$ cat config.mk
export PLATFORM = sky130hd
export DESIGN_NAME = pcie_tlp_bridge
export DESIGN_NICKNAME = d
export VERILOG_FILES = /design/src/verilog/tlp_stream_pkg.sv /design/src/verilog/pcie_cfg_pkg.sv /design/src/verilog/tlp_rx_packer.sv /design/src/verilog/tlp_tx_splitter.sv /design/src/verilog/legacy_int_requester.sv /design/src/verilog/pcie_tlp_bridge.sv
export VERILOG_INCLUDE_DIRS = /design/src /design/src/verilog
export SDC_FILE = /design/constraint.sdc
export NUM_CORES = 1
export LEC_CHECK = 0
export ABC_AREA = 0
export ABC_CLOCK_PERIOD_IN_PS = 13650
export BUFFER_PORTS_ARGS = -buffer_cell sky130_fd_sc_hd__buf_2
export CAP_MARGIN = 20
export CORE_AREA = 2 2 168 170
export CTS_BUF_LIST = sky130_fd_sc_hd__clkbuf_8
export DETAILED_ROUTE_END_ITERATION = 10
export DIE_AREA = 0 0 170 172
export GPL_TIMING_DRIVEN = 1
export PLACE_DENSITY = 0.65
export SLEW_MARGIN = 20
export SYNTH_ARGS = -nofsm -noshare
export SYNTH_HDL_FRONTEND = slang
export SYNTH_SLANG_ARGS = --single-unit
$ cat constraint.sdc
create_clock -name clk_pcie -period 13.65 [get_ports clk_pcie]
set_clock_uncertainty 0.1 [all_clocks]
set_input_delay 2.0475 -clock clk_pcie [delete_from_list [all_inputs] [get_ports clk_pcie]]
set_output_delay 2.0475 -clock clk_pcie [all_outputs]
set_load 0.005 [all_outputs]
$ cat src/verilog/pcie_bridge_settings.svh
`ifndef PCIE_BRIDGE_SETTINGS_SVH
`define PCIE_BRIDGE_SETTINGS_SVH

// --------------------------------------------------
// stream widths
// --------------------------------------------------

// core side, one beat of the 64-bit core interface
`define CORE_DATA_W 64
// user side, one 128-bit word
`define TLPS_DATA_W 128
`define TLPS_DWORDS 4
// bar hit tag carried alongside each receive beat
`define BAR_HIT_W 7

// --------------------------------------------------
// legacy interrupt timer
// --------------------------------------------------

// cycles of clk_pcie between two requests
`define INT_PERIOD_DEFAULT 100000
`define INT_COUNT_W 32

`endif

$ cat src/verilog/tlp_stream_pkg.sv
`include "pcie_bridge_settings.svh"

package tlp_stream_pkg;

    // --------------------------------------------------
    // core side
    // --------------------------------------------------

    // one beat, two dwords
    typedef logic [`CORE_DATA_W-1:0] core_beat_t;
    // byte keep, 0x0f or 0xff in practice
    typedef logic [`CORE_DATA_W/8-1:0] core_keep_t;

    // --------------------------------------------------
    // user side
    // --------------------------------------------------

    // one word, four dwords
    typedef logic [`TLPS_DATA_W-1:0] tlps_word_t;
    // one bit per valid dword, low bits first
    typedef logic [`TLPS_DWORDS-1:0] keepdw_t;
    typedef logic [`BAR_HIT_W-1:0] bar_hit_t;

    // dwords gathered in the word under construction
    // wide enough for a full word plus a two-dword beat
    typedef logic [3:0] dword_count_t;

endpackage

$ cat src/verilog/pcie_cfg_pkg.sv
`include "pcie_bridge_settings.svh"

package pcie_cfg_pkg;

    // --------------------------------------------------
    // interrupt timer
    // --------------------------------------------------

    // free-running tick count between two legacy
    // interrupt requests, wraps at the configured period
    typedef logic [`INT_COUNT_W-1:0] int_count_t;

endpackage

$ cat src/verilog/tlp_rx_packer.sv
`timescale 1ns/1ps
`include "pcie_bridge_settings.svh"

module tlp_rx_packer (
    input  logic                      clk_pcie,
    input  logic                      rst,

    // core receive beats, always accepted
    input  tlp_stream_pkg::core_beat_t rx_data,
    input  logic                      rx_two_dw,
    input  logic                      rx_last,
    input  tlp_stream_pkg::bar_hit_t  rx_bar_hit,
    input  logic                      rx_valid,

    // packed user words, no back-pressure
    output tlp_stream_pkg::tlps_word_t rxs_data,
    output tlp_stream_pkg::keepdw_t   rxs_keepdw,
    output logic                      rxs_first,
    output logic                      rxs_last,
    output tlp_stream_pkg::bar_hit_t  rxs_bar_hit,
    output logic                      rxs_valid
);

    import tlp_stream_pkg::*;

    localparam int DW_W = `TLPS_DATA_W / `TLPS_DWORDS;

    dword_count_t dw_count;
    dword_count_t next_base;
    dword_count_t next_count;

    // --------------------------------------------------
    // word status
    // --------------------------------------------------

    // full enough, or the tlp ended
    assign rxs_valid = rxs_last || (dw_count > dword_count_t'(2));

    always_comb begin
        for (int i = 0; i < `TLPS_DWORDS; i++) begin
            rxs_keepdw[i] = (dw_count > dword_count_t'(i));
        end
    end

    // emitted word frees the register for the next one
    assign next_base  = rxs_valid ? dword_count_t'(0) : dw_count;
    assign next_count = next_base + (rx_two_dw ? dword_count_t'(2) : dword_count_t'(1));

    // --------------------------------------------------
    // control state
    // --------------------------------------------------

    always_ff @(posedge clk_pcie) begin
        if (rst) begin
            dw_count  <= '0;
            rxs_first <= 1'b1;
            rxs_last  <= 1'b0;
        end else begin
            // the word after a tlp's final word opens the next tlp
            if (rxs_valid) begin
                rxs_first <= rxs_last;
            end

            if (rx_valid) begin
                dw_count <= next_count;
                rxs_last <= rx_last;
            end else if (rxs_valid) begin
                dw_count <= '0;
                rxs_last <= 1'b0;
            end
        end
    end

    // --------------------------------------------------
    // payload
    // --------------------------------------------------

    // base never exceeds 2, so a two-dword beat always fits
    always_ff @(posedge clk_pcie) begin
        if (rx_valid) begin
            rxs_data[DW_W*next_base +: `CORE_DATA_W] <= rx_data;
            rxs_bar_hit                              <= rx_bar_hit;
        end
    end

endmodule

$ cat src/verilog/tlp_tx_splitter.sv
`timescale 1ns/1ps
`include "pcie_bridge_settings.svh"

module tlp_tx_splitter (
    input  logic                       clk_pcie,
    input  logic                       rst,

    // user words
    input  tlp_stream_pkg::tlps_word_t txs_data,
    input  tlp_stream_pkg::keepdw_t    txs_keepdw,
    input  logic                       txs_last,
    input  logic                       txs_valid,
    output logic                       txs_ready,

    // core transmit beats
    output tlp_stream_pkg::core_beat_t tx_data,
    output tlp_stream_pkg::core_keep_t tx_keep,
    output logic                       tx_last,
    output logic                       tx_valid,
    input  logic                       tx_ready
);

    import tlp_stream_pkg::*;

    // set while the stored high half is on the core side
    logic       hi_phase;
    core_beat_t hi_data;
    logic [1:0] hi_keepdw;
    logic       hi_last;

    logic       two_beat;
    logic [1:0] beat_dw;

    // word needs a second beat for dwords 2 and 3
    assign two_beat = txs_valid && txs_keepdw[2];

    // --------------------------------------------------
    // beat select
    // --------------------------------------------------

    assign tx_valid = hi_phase || txs_valid;
    assign tx_data  = hi_phase ? hi_data : txs_data[`CORE_DATA_W-1:0];
    assign beat_dw  = hi_phase ? hi_keepdw : txs_keepdw[1:0];
    // one keep nibble per dword of the beat
    assign tx_keep  = {{4{beat_dw[1]}}, {4{beat_dw[0]}}};
    assign tx_last  = hi_phase ? hi_last : (txs_last && !txs_keepdw[2]);

    // word is consumed with its final beat only
    assign txs_ready = tx_ready && (hi_phase || !two_beat);

    always_ff @(posedge clk_pcie) begin
        if (rst) begin
            hi_phase <= 1'b0;
        end else if (tx_ready) begin
            if (hi_phase) begin
                hi_phase <= 1'b0;
            end else if (two_beat) begin
                hi_phase <= 1'b1;
            end
        end
    end

    // capture the upper half as the lower half goes out
    always_ff @(posedge clk_pcie) begin
        if (tx_ready && !hi_phase && two_beat) begin
            hi_data   <= txs_data[`TLPS_DATA_W-1:`CORE_DATA_W];
            hi_keepdw <= txs_keepdw[3:2];
            hi_last   <= txs_last;
        end
    end

endmodule

$ cat src/verilog/legacy_int_requester.sv
`timescale 1ns/1ps
`include "pcie_bridge_settings.svh"

module legacy_int_requester #(
    parameter int INT_PERIOD = `INT_PERIOD_DEFAULT
) (
    input  logic clk_pcie,
    input  logic rst,

    // request towards the core, held until accepted
    output logic int_valid,
    input  logic int_ready
);

    import pcie_cfg_pkg::*;

    localparam int_count_t WRAP_AT = int_count_t'(INT_PERIOD - 1);

    int_count_t tick;
    logic       wrap;

    // --------------------------------------------------
    // period timer
    // --------------------------------------------------

    // one pulse every INT_PERIOD cycles
    assign wrap = (tick == WRAP_AT);

    always_ff @(posedge clk_pcie) begin
        if (rst) begin
            tick <= '0;
        end else if (wrap) begin
            tick <= '0;
        end else begin
            tick <= tick + int_count_t'(1);
        end
    end

    // --------------------------------------------------
    // request hold
    // --------------------------------------------------

    // acceptance wins over a wrap in the same cycle,
    // a wrap during a pending request is simply lost
    always_ff @(posedge clk_pcie) begin
        if (rst) begin
            int_valid <= 1'b0;
        end else if (int_valid && int_ready) begin
            int_valid <= 1'b0;
        end else if (wrap) begin
            int_valid <= 1'b1;
        end
    end

endmodule

$ cat src/verilog/pcie_tlp_bridge.sv
`timescale 1ns/1ps
`include "pcie_bridge_settings.svh"

module pcie_tlp_bridge #(
    parameter int INT_PERIOD = `INT_PERIOD_DEFAULT
) (
    input  logic                       clk_pcie,
    input  logic                       rst,

    // receive, core side
    input  tlp_stream_pkg::core_beat_t rx_data,
    input  logic                       rx_two_dw,
    input  logic                       rx_last,
    input  tlp_stream_pkg::bar_hit_t   rx_bar_hit,
    input  logic                       rx_valid,

    // receive, user side
    output tlp_stream_pkg::tlps_word_t rxs_data,
    output tlp_stream_pkg::keepdw_t    rxs_keepdw,
    output logic                       rxs_first,
    output logic                       rxs_last,
    output tlp_stream_pkg::bar_hit_t   rxs_bar_hit,
    output logic                       rxs_valid,

    // transmit, user side
    input  tlp_stream_pkg::tlps_word_t txs_data,
    input  tlp_stream_pkg::keepdw_t    txs_keepdw,
    input  logic                       txs_last,
    input  logic                       txs_valid,
    output logic                       txs_ready,

    // transmit, core side
    output tlp_stream_pkg::core_beat_t tx_data,
    output tlp_stream_pkg::core_keep_t tx_keep,
    output logic                       tx_last,
    output logic                       tx_valid,
    input  logic                       tx_ready,

    // legacy interrupt
    output logic                       int_valid,
    input  logic                       int_ready
);

    // --------------------------------------------------
    // receive path, 64 to 128
    // --------------------------------------------------

    tlp_rx_packer i_tlp_rx_packer (
        .clk_pcie    (clk_pcie),
        .rst         (rst),
        .rx_data     (rx_data),
        .rx_two_dw   (rx_two_dw),
        .rx_last     (rx_last),
        .rx_bar_hit  (rx_bar_hit),
        .rx_valid    (rx_valid),
        .rxs_data    (rxs_data),
        .rxs_keepdw  (rxs_keepdw),
        .rxs_first   (rxs_first),
        .rxs_last    (rxs_last),
        .rxs_bar_hit (rxs_bar_hit),
        .rxs_valid   (rxs_valid)
    );

    // --------------------------------------------------
    // transmit path, 128 to 64
    // --------------------------------------------------

    tlp_tx_splitter i_tlp_tx_splitter (
        .clk_pcie   (clk_pcie),
        .rst        (rst),
        .txs_data   (txs_data),
        .txs_keepdw (txs_keepdw),
        .txs_last   (txs_last),
        .txs_valid  (txs_valid),
        .txs_ready  (txs_ready),
        .tx_data    (tx_data),
        .tx_keep    (tx_keep),
        .tx_last    (tx_last),
        .tx_valid   (tx_valid),
        .tx_ready   (tx_ready)
    );

    // --------------------------------------------------
    // periodic legacy interrupt
    // --------------------------------------------------

    legacy_int_requester #(
        .INT_PERIOD (INT_PERIOD)
    ) i_legacy_int_requester (
        .clk_pcie  (clk_pcie),
        .rst       (rst),
        .int_valid (int_valid),
        .int_ready (int_ready)
    );

endmodule

# Word level (Yosys, flattened, before mapping)
# Cells that the tools add are included.
# totals
output_inout_bits	218
n_memories	0
latchBits	0
ramBits	0
word_cells	47
rom_bits	0
inputBits	212
reg_bits	242
# classes
eq_ne	1
order_cmp	4
shifts	2
div	0
bitwise_logic	0
n_mul	0
mux	11
reduce_logical	15
n_addsub	3
# op_table
cell	count
$bwmux W128	1
$shift A64 B34 Y128 const A	1
$shiftx A64 B34 Y128	1
$mux W64	1
$neg A9 Y34	1
$add A32 B1 Y32 const B	1
$eq A32 B17 Y1 const B	1
$gt A4 B1 Y1 const B	2
$gt A4 B2 Y1 const B	2
$mux W4	2
$logic_and A1 B1 Y1	6
$mux W1	5
$add A4 B4 Y4	1
$mux W2	2
$reduce_or A2 Y1	2
$logic_not A1 Y1	3
$logic_or A1 B1 Y1	3
$reduce_bool A2 Y1	1

# Longest topological paths before layout
# Gate-level depths: netlist of run 1.
# logic_depth
ltp_word	6
ltp_mapped	13
ltp_nobuf	10

# Modules after synthesis
# A second synthesis of run 1 with hierarchy kept.
# hier_totals
cells_unflattened	863
area_unflattened_um2	11451.0
# modules_own_cells
mod	cells_per_inst	seq_area_each_um2	area_per_inst_um2	n_inst
tlp_rx_packer	508	4174.0	6496.2	1
tlp_tx_splitter	157	2031.9	3290.7	1
legacy_int_requester	198	660.6	1664.1	1

# Least setup slack after synthesis of run 1
# No wires, ideal clock.
# synth_timing
path_kind	input-to-reg
start	input txs_keepdw[2]
end	register i_tlp_tx_splitter.hi_data[0] (enable)
arrival_time_ps	6989
required_time_ps	12962
setup_time_ps	588
n_path_buf	0
path_slack_ps	5972
stages	2
cell_sequence	nand2_1 > nor3b_1
# synth_between
elab_chain_len	2
# synth_lines
element	line_no	source
start: declaration	pcie_tlp_bridge.sv:27	input tlp_stream_pkg::keepdw_t txs_keepdw,
$logic_and A1 B1 Y1	tlp_tx_splitter.sv:35	assign two_beat = txs_valid && txs_keepdw[2];
$logic_and A1 B1 Y1	tlp_tx_splitter.sv:65	if (tx_ready && !hi_phase && two_beat) begin
end signal: assignment	tlp_tx_splitter.sv:66	hi_data <= txs_data[`TLPS_DATA_W-1:`CORE_DATA_W];
end: declaration	tlp_tx_splitter.sv:27	core_beat_t hi_data;
# Every way passes these cells.
# A chain may end at the register's enable or synchronous reset.

# Final worst setup path of run 1
# layout_timing
start	input txs_keepdw[2]
end	output txs_ready
# layout_between
elab_chain_len	4
# layout_lines
element	line_no	source
$logic_and A1 B1 Y1	tlp_tx_splitter.sv:35	
$logic_not A1 Y1	tlp_tx_splitter.sv:49	assign txs_ready = tx_ready && (hi_phase || !two_beat);
$logic_or A1 B1 Y1	tlp_tx_splitter.sv:49	
$logic_and A1 B1 Y1	tlp_tx_splitter.sv:49	
end: declaration	pcie_tlp_bridge.sv:30	output logic txs_ready,
# Every way passes these cells.

==> results of run 1 <==
## how the worst max path moves through the flow
stage / slack (ns) / start / to
2_1_floorplan: 5.97 / txs_keepdw[2] / i_tlp_tx_splitter.hi_data[0]
3_3_place_gp: 8.89 / txs_keepdw[2] / txs_ready
3_5_place_dp: 8.89 / txs_keepdw[2] / txs_ready
4_1_cts: 8.89 / txs_keepdw[2] / txs_ready
5_1_grt: 8.85 / txs_keepdw[2] / txs_ready
6_report: 8.88 / txs_keepdw[2] / txs_ready
## cells in the final DEF, fill, tap and decap left out, types with 12 or more instances in the layout
cell type	instances
a21oi_1	18
a22o_1	33
a22oi_1	32
buf_2	429
buf_4	14
clkbuf_8	45
dfxtp_1	39
edfxtp_1	202
inv_1	27
mux2_2	67
mux2i_1	33
nor2_1	119
xor2_1	12
## per-layer routing
| layer | vias to the layer above | routed length (µm) |
|---|---|---|
| li1 | 3692 | - |
| met1 | 3968 | 13300 |
| met2 | 363 | 15300 |
| met3 | 71 | 2550 |
| met4 | 2 | 803 |
| met5 | - | 13 |
## cells by family after synthesis
logic type / after synthesis / share of synthesized area, %
compound gates: 105 / 7.58
xor+xnor: 14 / 1.20
fa+ha+maj: 5 / 0.683
buf+inv: 61 / 2.56
flops: 242 / 67.0
mux: 100 / 10.6
other cells: 1 / 0.0366
simple gates: 213 / 10.4
## area by class of cell
| class | count | area (µm²) | area share [%] |
|---|---|---|---|
| clock buffer | 45 | 619 | 4.57 |
| tap | 346 | 433 | 3.19 |
| multi-input combinational | 439 | 3170 | 23.4 |
| inverter | 10 | 37.5 | 0.277 |
| timing repair buffer | 444 | 2280 | 16.8 |
| clock inverter | 32 | 144 | 1.06 |
| sequential | 242 | 6870 | 50.7 |
| antenna | 1 | 2.50 | 0.0185 |
## through the flow
step	instance area (µm²)	utilization (%)	setup slack (ns)	total power [mW]
after detailed placement	12800	46.4	8.89	1.04
after CTS	13500	49.2	8.89	1.64
after global placement	12800	46.4	8.89	1.03
final	13600	49.3	8.88	1.62
after global routing	13500	49.3	8.85	1.69
after floorplan	10300	-	5.97	0.936
## power by group through the flow
stage	clock (mW)	combinational [mW]	sequential, mW
2_1_floorplan	0	0.0765	0.859
3_3_place_gp	0	0.178	0.856
3_5_place_dp	0	0.182	0.856
4_1_cts	0.617	0.182	0.841
5_1_grt	0.650	0.196	0.843
6_report	0.600	0.182	0.841
## worst max-delay path: stages
cell and delay (ns):
buf_2 0.12, nand2_1 0.11, o21a_1 0.20, buf_2 0.14
## state kept, by name, indices dropped and copies added (netlist names)
signal,cells
i_tlp_rx_packer.dw_count,4
i_tlp_rx_packer.rxs_first,1
i_legacy_int_requester.int_valid,1
i_tlp_tx_splitter.hi_data,64
i_tlp_tx_splitter.hi_phase,1
i_legacy_int_requester.tick,32
i_tlp_tx_splitter.hi_last,1
i_tlp_rx_packer.rxs_data,128
i_tlp_tx_splitter.hi_keepdw,2
i_tlp_rx_packer.rxs_last,1
i_tlp_rx_packer.rxs_bar_hit,7
==> run_summary.xml, run 1 <==
<?xml version="1.0" encoding="UTF-8"?>
<metrics>
  <group name="grt">
    <metric name="groute.layer.met2.usage" unit="%">33.8</metric>
    <metric name="gr-usage-met1" unit="%">26.6</metric>
    <metric name="grt_antenna_before_repair" unit="">1</metric>
    <metric name="first_global_vias" unit="">7697</metric>
    <metric name="grt_util_met3" unit="%">5.54</metric>
    <metric name="grt-ovfl-total" unit="">0</metric>
    <metric name="grt_max_degree" unit="">73</metric>
    <metric name="grt_pass1_wl" unit="µm">45300</metric>
    <metric name="grt_use_total" unit="%">20.6</metric>
    <metric name="global_route.peak_usage_layer" unit="">met2</metric>
  </group>
  <group name="cts">
    <metric name="cts_num_sinks" unit="">242</metric>
    <metric name="cts_repair_resize_count" unit="">0</metric>
    <metric name="cts.reportedPaths.clkPinSlew" unit="ns">0.06</metric>
    <metric name="cts.hold.buffers_added" unit="">0</metric>
    <metric name="post_cts.repair.setup_buffers" unit="">0</metric>
    <metric name="clock_latency_late_sink" unit="ns">0.53</metric>
    <metric name="cts_buffers" unit="">42</metric>
    <metric name="cts_tree" unit="">done</metric>
    <metric name="root_buffer_cell" unit="">clkbuf_8</metric>
    <metric name="max-clock-path-buffers" unit="">3</metric>
    <metric name="htree_num_levels" unit="">2</metric>
  </group>
  <group name="layout">
    <metric name="synthToLayoutAreaGrowth" unit="%">32.1</metric>
    <metric name="nets" unit="">1396</metric>
    <metric name="nFillCells" unit="">2506</metric>
    <metric name="final_layout_size_suffix_gt1_share" unit="%">48.3</metric>
    <metric name="final-instance-count-excl-fill" unit="">1559</metric>
  </group>
  <group name="pwr">
    <metric name="power_density" unit="mW/mm²">120</metric>
    <metric name="power_report.internal_total" unit="mW">1.22</metric>
    <metric name="pwr-share-clk" unit="%">37.0</metric>
    <metric name="power.share.switching" unit="%">24.8</metric>
    <metric name="power.switching" unit="mW">0.402</metric>
    <metric name="sequentialPowerShare" unit="%">51.8</metric>
    <metric name="vdd.ir_drop.worst" unit="V">0.0000804</metric>
    <metric name="power.static_leakage" unit="nW">5.53</metric>
    <metric name="share_comb_of_total_power" unit="%">11.2</metric>
  </group>
  <group name="route">
    <metric name="initialDrtViolationCount" unit="">606</metric>
    <metric name="detail-route-antenna-nets" unit="">0</metric>
    <metric name="drt-wirelength-per-cell" unit="µm">20.5</metric>
    <metric name="drt_first_pass_iters" unit="">5</metric>
    <metric name="detail_route.vias_per_cell" unit="">5.19</metric>
    <metric name="drc_errors" unit="">0</metric>
    <metric name="postRouteWirelength" unit="µm">32000</metric>
    <metric name="dr_total_vias" unit="">8096</metric>
  </group>
  <group name="timing">
    <metric name="post-route-min-period" unit="ns">4.77</metric>
    <metric name="maxSlewViolCount" unit="">0</metric>
    <metric name="timing.fmax" unit="MHz">210</metric>
    <metric name="setup_viol" unit="">0</metric>
    <metric name="min_period_over_period" unit="%">35.0</metric>
    <metric name="rsz0062_at_grt" unit="">no</metric>
    <metric name="holdWs" unit="ns">0.377</metric>
    <metric name="worst_margin_pin_slew" unit="ns">0.998</metric>
    <metric name="setup-tns-final" unit="ns">0</metric>
    <metric name="final_hold_viol_count" unit="">0</metric>
    <metric name="slew_headroom" unit="%">33.5</metric>
  </group>
  <group name="synth">
    <metric name="synth_largest_type_area_fraction" unit="%">59.1</metric>
    <metric name="ys_dominant_reg_cell" unit="">edfxtp_1</metric>
    <metric name="register_bit_total_from_synthesis" unit="">242</metric>
    <metric name="synth_edf_count" unit="">202</metric>
    <metric name="seq_area_frac_synth" unit="%">67.0</metric>
    <metric name="synth.largest_area_cell" unit="">edfxtp_1</metric>
    <metric name="synth_top_cells_by_count" unit="">edfxtp_1, nor2_1, mux2_2</metric>
    <metric name="yosysWarnings" unit="">0</metric>
    <metric name="ys_top_cells_by_area" unit="">edfxtp_1, dfxtp_1, mux2_2</metric>
    <metric name="cell_count_after_synthesis" unit="">741</metric>
    <metric name="synth_cell_type_count" unit="">51</metric>
    <metric name="ys_async_sr_fraction" unit="%">0</metric>
    <metric name="syn_area_per_cell" unit="µm²">13.8</metric>
    <metric name="synth.most_common_cell" unit="">edfxtp_1</metric>
    <metric name="post_synth_instance_area" unit="mm²">0.0103</metric>
  </group>
  <group name="critical_path">
    <metric name="required" unit="ns">11.50</metric>
    <metric name="setup.worst_path.start_class" unit="">input pin</metric>
    <metric name="reg_to_reg_end" unit="">i_tlp_rx_packer.rxs_data[9]</metric>
    <metric name="cp.arrival" unit="ns">2.63</metric>
    <metric name="worst-r2r-cell-count" unit="">6</metric>
    <metric name="critical_path_class" unit="">in -&gt; out</metric>
    <metric name="crit_path_max_fanout" unit="">3</metric>
    <metric name="rr_startpoint" unit="">i_tlp_rx_packer.dw_count[3]</metric>
    <metric name="reg2reg_setup_slack" unit="ns">10.31</metric>
    <metric name="critical_path.endpoint_type" unit="">primary output</metric>
  </group>
  <group name="floorplan">
    <metric name="die_area" unit="mm²">0.0292</metric>
    <metric name="initial_utilization" unit="%">37.3</metric>
    <metric name="num_rows" unit="">61</metric>
    <metric name="core_region_area" unit="mm²">0.0275</metric>
    <metric name="chipWidth" unit="µm">170</metric>
    <metric name="io_pins" unit="">430</metric>
    <metric name="die_h" unit="µm">172</metric>
  </group>
  <group name="hold_path">
    <metric name="min_from" unit="">i_legacy_int_requester.int_valid</metric>
    <metric name="hold_path_class" unit="">reg -&gt; reg</metric>
    <metric name="min_to" unit="">i_legacy_int_requester.int_valid</metric>
    <metric name="hold-path-cell-count" unit="">2</metric>
  </group>
  <group name="placement">
    <metric name="placed_cells" unit="">1480</metric>
    <metric name="gp_congestion" unit="">0.911</metric>
    <metric name="dp_hpwl" unit="µm">22100</metric>
    <metric name="buffer_ports.inserted" unit="">429</metric>
  </group>
  <group name="run">
    <metric name="drv_cap" unit="">0</metric>
  </group>
  <group name="run_status">
    <metric name="run_status" unit="">finished clean</metric>
  </group>
</metrics>
Power figures use the tool's default switching activity.
==> run 2, diff against run 1 <==
--- a/config.mk
+++ b/config.mk
@@ -7,7 +7,7 @@
 export NUM_CORES = 1
 export LEC_CHECK = 0
 export ABC_AREA = 0
-export ABC_CLOCK_PERIOD_IN_PS = 13650
+export ABC_CLOCK_PERIOD_IN_PS = 4000
 export BUFFER_PORTS_ARGS = -buffer_cell sky130_fd_sc_hd__buf_2
 export CAP_MARGIN = 20
 export CORE_AREA = 2 2 168 170
@@ -15,7 +15,7 @@
 export DETAILED_ROUTE_END_ITERATION = 10
 export DIE_AREA = 0 0 170 172
 export GPL_TIMING_DRIVEN = 1
-export PLACE_DENSITY = 0.65
+export PLACE_DENSITY = 0.68
 export SLEW_MARGIN = 20
 export SYNTH_ARGS = -nofsm -noshare
 export SYNTH_HDL_FRONTEND = slang
==> constraint.sdc (replaced) <==
create_clock -name clk_pcie -period 4 [get_ports clk_pcie]
set_clock_uncertainty 0.1 [all_clocks]
set_input_delay 0.6 -clock clk_pcie [delete_from_list [all_inputs] [get_ports clk_pcie]]
set_output_delay 0.6 -clock clk_pcie [all_outputs]
set_load 0.005 [all_outputs]
==> run 2 against run 1 <==
- routed wire length shrank 3.3%
- worst setup slack got worse by 8.2 ns
- clock power grew to 3.4 times the previous value
- hold slack got worse by 0.24 ns
- power grew to 3.4 times the previous value
- register-to-register slack worse by 9.6 ns
- combinational power rose to 3.3 times the previous value
- sequential share of layout area down 0.061 points
- critical path type is now reg -> reg
- critical endpoint is now i_tlp_rx_packer.rxs_data[31]
==> run_summary.xml, run 2 (synthesis results as in run 1) <==
<?xml version="1.0" encoding="UTF-8"?>
<metrics>
  <group name="critical_path">
    <metric name="cp.arrival" unit="ns">3.38</metric>
    <metric name="cp.depth" unit="">9</metric>
    <metric name="critical_path.endpoint_type" unit="">flip-flop</metric>
    <metric name="crit_path_max_fanout" unit="">32</metric>
    <metric name="critical_path.slowest_cell" unit="">and3_2</metric>
    <metric name="setup.worst_path.start_class" unit="">flip-flop</metric>
    <metric name="crit_buf_inv" unit="">2</metric>
    <metric name="required" unit="ns">4.06</metric>
    <metric name="rr_startpoint" unit="">i_tlp_rx_packer.rxs_last</metric>
    <metric name="critical-path-top-delay-family" unit="">simple AND/OR/NAND/NOR gates</metric>
    <metric name="worst-r2r-cell-count" unit="">9</metric>
    <metric name="crit_end" unit="">i_tlp_rx_packer.rxs_data[31]</metric>
    <metric name="largest_stage_delay_worst_path" unit="ns">0.74</metric>
    <metric name="path_cells" unit="">nor4_1, nand2_1, inv_1, nor2_1, inv_1, ha_1, or3b_2, nor2_1, and3_2</metric>
    <metric name="reg2reg_setup_slack" unit="ns">0.67</metric>
    <metric name="critical_path_class" unit="">reg -&gt; reg</metric>
    <metric name="setup.worst_path.start" unit="">i_tlp_rx_packer.rxs_last</metric>
    <metric name="reg_to_reg_end" unit="">i_tlp_rx_packer.rxs_data[31]</metric>
  </group>
  <group name="floorplan">
    <metric name="die_area" unit="mm²">0.0292</metric>
    <metric name="io_pins" unit="">430</metric>
    <metric name="chipWidth" unit="µm">170</metric>
    <metric name="initial_utilization" unit="%">37.3</metric>
    <metric name="die_h" unit="µm">172</metric>
    <metric name="num_rows" unit="">61</metric>
    <metric name="core_region_area" unit="mm²">0.0275</metric>
  </group>
  <group name="layout">
    <metric name="fin_area" unit="mm²">0.0136</metric>
    <metric name="commonest_cells_after_routing_fill_and_taps_aside" unit="">buf_2, edfxtp_1, nor2_1</metric>
    <metric name="reg_with_most_ffs" unit="">i_tlp_rx_packer.rxs_data</metric>
    <metric name="synthToLayoutAreaGrowth" unit="%">32.3</metric>
    <metric name="nets" unit="">1398</metric>
    <metric name="nFillCells" unit="">2471</metric>
    <metric name="final_layout_size_suffix_gt1_share" unit="%">48.0</metric>
    <metric name="largest_register_ff_count" unit="">128</metric>
    <metric name="top_regs" unit="">i_tlp_rx_packer.rxs_data x128, i_tlp_tx_splitter.hi_data x64, i_legacy_int_requester.tick x32</metric>
    <metric name="layout_commonest_cell" unit="">buf_2</metric>
  </group>
  <group name="timing">
    <metric name="slew_headroom" unit="%">45.8</metric>
    <metric name="worst_margin_pin_slew" unit="ns">0.813</metric>
    <metric name="final_hold_viol_count" unit="">0</metric>
    <metric name="setup-tns-final" unit="ns">0</metric>
    <metric name="maxSlewViolCount" unit="">0</metric>
    <metric name="min_period_over_period" unit="%">83.1</metric>
    <metric name="setup_viol" unit="">0</metric>
    <metric name="timing.fmax" unit="MHz">301</metric>
    <metric name="rsz0062_at_grt" unit="">no</metric>
    <metric name="post-route-min-period" unit="ns">3.33</metric>
  </group>
  <group name="pwr">
    <metric name="power.static_leakage" unit="nW">5.54</metric>
    <metric name="vdd.ir_drop.worst" unit="V">0.000184</metric>
    <metric name="power_density" unit="mW/mm²">407</metric>
  </group>
  <group name="run">
    <metric name="drv_cap" unit="">0</metric>
  </group>
  <group name="cts">
    <metric name="htree_num_levels" unit="">2</metric>
    <metric name="post_cts.repair.setup_buffers" unit="">0</metric>
    <metric name="max-clock-path-buffers" unit="">3</metric>
    <metric name="root_buffer_cell" unit="">clkbuf_8</metric>
    <metric name="cts_buffers" unit="">42</metric>
    <metric name="cts_repair_resize_count" unit="">0</metric>
    <metric name="clock_latency_late_sink" unit="ns">0.54</metric>
    <metric name="cts_num_sinks" unit="">242</metric>
    <metric name="cts_tree" unit="">done</metric>
    <metric name="cts.hold.buffers_added" unit="">0</metric>
    <metric name="cts.reportedPaths.clkPinSlew" unit="ns">0.06</metric>
  </group>
  <group name="route">
    <metric name="detail_route.vias_per_cell" unit="">5.14</metric>
    <metric name="dr_total_vias" unit="">8026</metric>
    <metric name="drt-wirelength-per-cell" unit="µm">19.8</metric>
    <metric name="initialDrtViolationCount" unit="">751</metric>
    <metric name="drc_errors" unit="">0</metric>
    <metric name="drt_first_pass_iters" unit="">5</metric>
    <metric name="postRouteWirelength" unit="µm">31000</metric>
    <metric name="detail-route-antenna-nets" unit="">0</metric>
  </group>
  <group name="grt">
    <metric name="grt_pass1_wl" unit="µm">44100</metric>
    <metric name="grt-ovfl-total" unit="">0</metric>
    <metric name="first_global_vias" unit="">7682</metric>
    <metric name="grt_antenna_before_repair" unit="">0</metric>
    <metric name="grt_use_total" unit="%">19.9</metric>
    <metric name="grt_max_degree" unit="">61</metric>
  </group>
  <group name="hold_path">
    <metric name="hold_path_class" unit="">in -&gt; reg</metric>
  </group>
  <group name="placement">
    <metric name="postPlaceCellArea" unit="mm²">0.0128</metric>
    <metric name="gp_congestion" unit="">0.866</metric>
    <metric name="dp_hpwl" unit="µm">22400</metric>
    <metric name="buffer_ports.inserted" unit="">429</metric>
  </group>
  <group name="run_status">
    <metric name="run_status" unit="">finished clean</metric>
  </group>
</metrics>
## run 2: changes by cell type in the layout (fill, tap and decap cells not counted), sizes merged
| cell | previous run | this run |
|---|---|---|
| diode | 1 | 2 |
| inv | 29 | 31 |
| buf | 444 | 446 |
| clkinv | 11 | 9 |
## run 2: stage by stage
| step | cells | hold slack (ns) | setup WS, ns | util [%] | power [mW] |
|---|---|---|---|---|---|
| after floorplan | 742 | 0.349 | 0.0358 | - | 3.19 |
| after global placement | 1483 | 0.362 | 0.867 | 46.6 | 3.53 |
| after detailed placement | 1483 | 0.365 | 0.714 | 46.6 | 3.54 |
| after CTS | 1560 | 0.0935 | 0.667 | 49.4 | 5.59 |
| after global routing | 1560 | 0.101 | 0.446 | 49.4 | 5.74 |
| final | 1562 | 0.133 | 0.674 | 49.4 | 5.52 |
## run 2: area by class of cell
class                      count  area, µm²  area share [%]
sequential                   242       6870            50.6
multi-input combinational    439       3180            23.5
timing repair buffer         446       2290            16.9
clock buffer                  45        619            4.56
tap                          346        433            3.19
clock inverter                32        135           0.996
inverter                      10       37.5           0.277
antenna                        2       5.00          0.0369
## run 2: worst min-delay path by stage
stage / startpoint / depth (start not counted) / slack [ns] / endpoint
2_1_floorplan: i_legacy_int_requester.tick[0] / 1 / 0.35 / i_legacy_int_requester.tick[0]
3_3_place_gp: i_legacy_int_requester.tick[31] / 2 / 0.36 / i_legacy_int_requester.tick[31]
3_5_place_dp: i_tlp_rx_packer.rxs_first / 1 / 0.37 / i_tlp_rx_packer.rxs_first
4_1_cts: txs_data[122] / 1 / 0.09 / i_tlp_tx_splitter.hi_data[58]
5_1_grt: rx_bar_hit[6] / 1 / 0.10 / i_tlp_rx_packer.rxs_bar_hit[6]
6_report: txs_data[122] / 1 / 0.13 / i_tlp_tx_splitter.hi_data[58]
## run 2: worst register-to-register path, stage by stage (launching register included)
cell     delay [ns]
dfxtp_1        0.39
nor4_1         0.08
nand2_1        0.21
inv_1          0.07
nor2_1         0.27
inv_1          0.09
ha_1           0.32
or3b_2         0.46
nor2_1         0.15
and3_2         0.74
## run 2: power by group
part / internal [mW] / total [mW] / switching (mW)
sequential: 2.84 / 2.88 / 0.0417
clock: 1.04 / 2.04 / 0.998
combinational: 0.281 / 0.603 / 0.322
## run 2: routing by layer
layer  track usage [%]  wire length [µm]  part of all wire [%]
met1              26.3             13000                    42
met2              33.4             15200                    49
met3              3.55              1990                   6.4
met4              6.69               739                   2.4
met5                 0                 0                     0
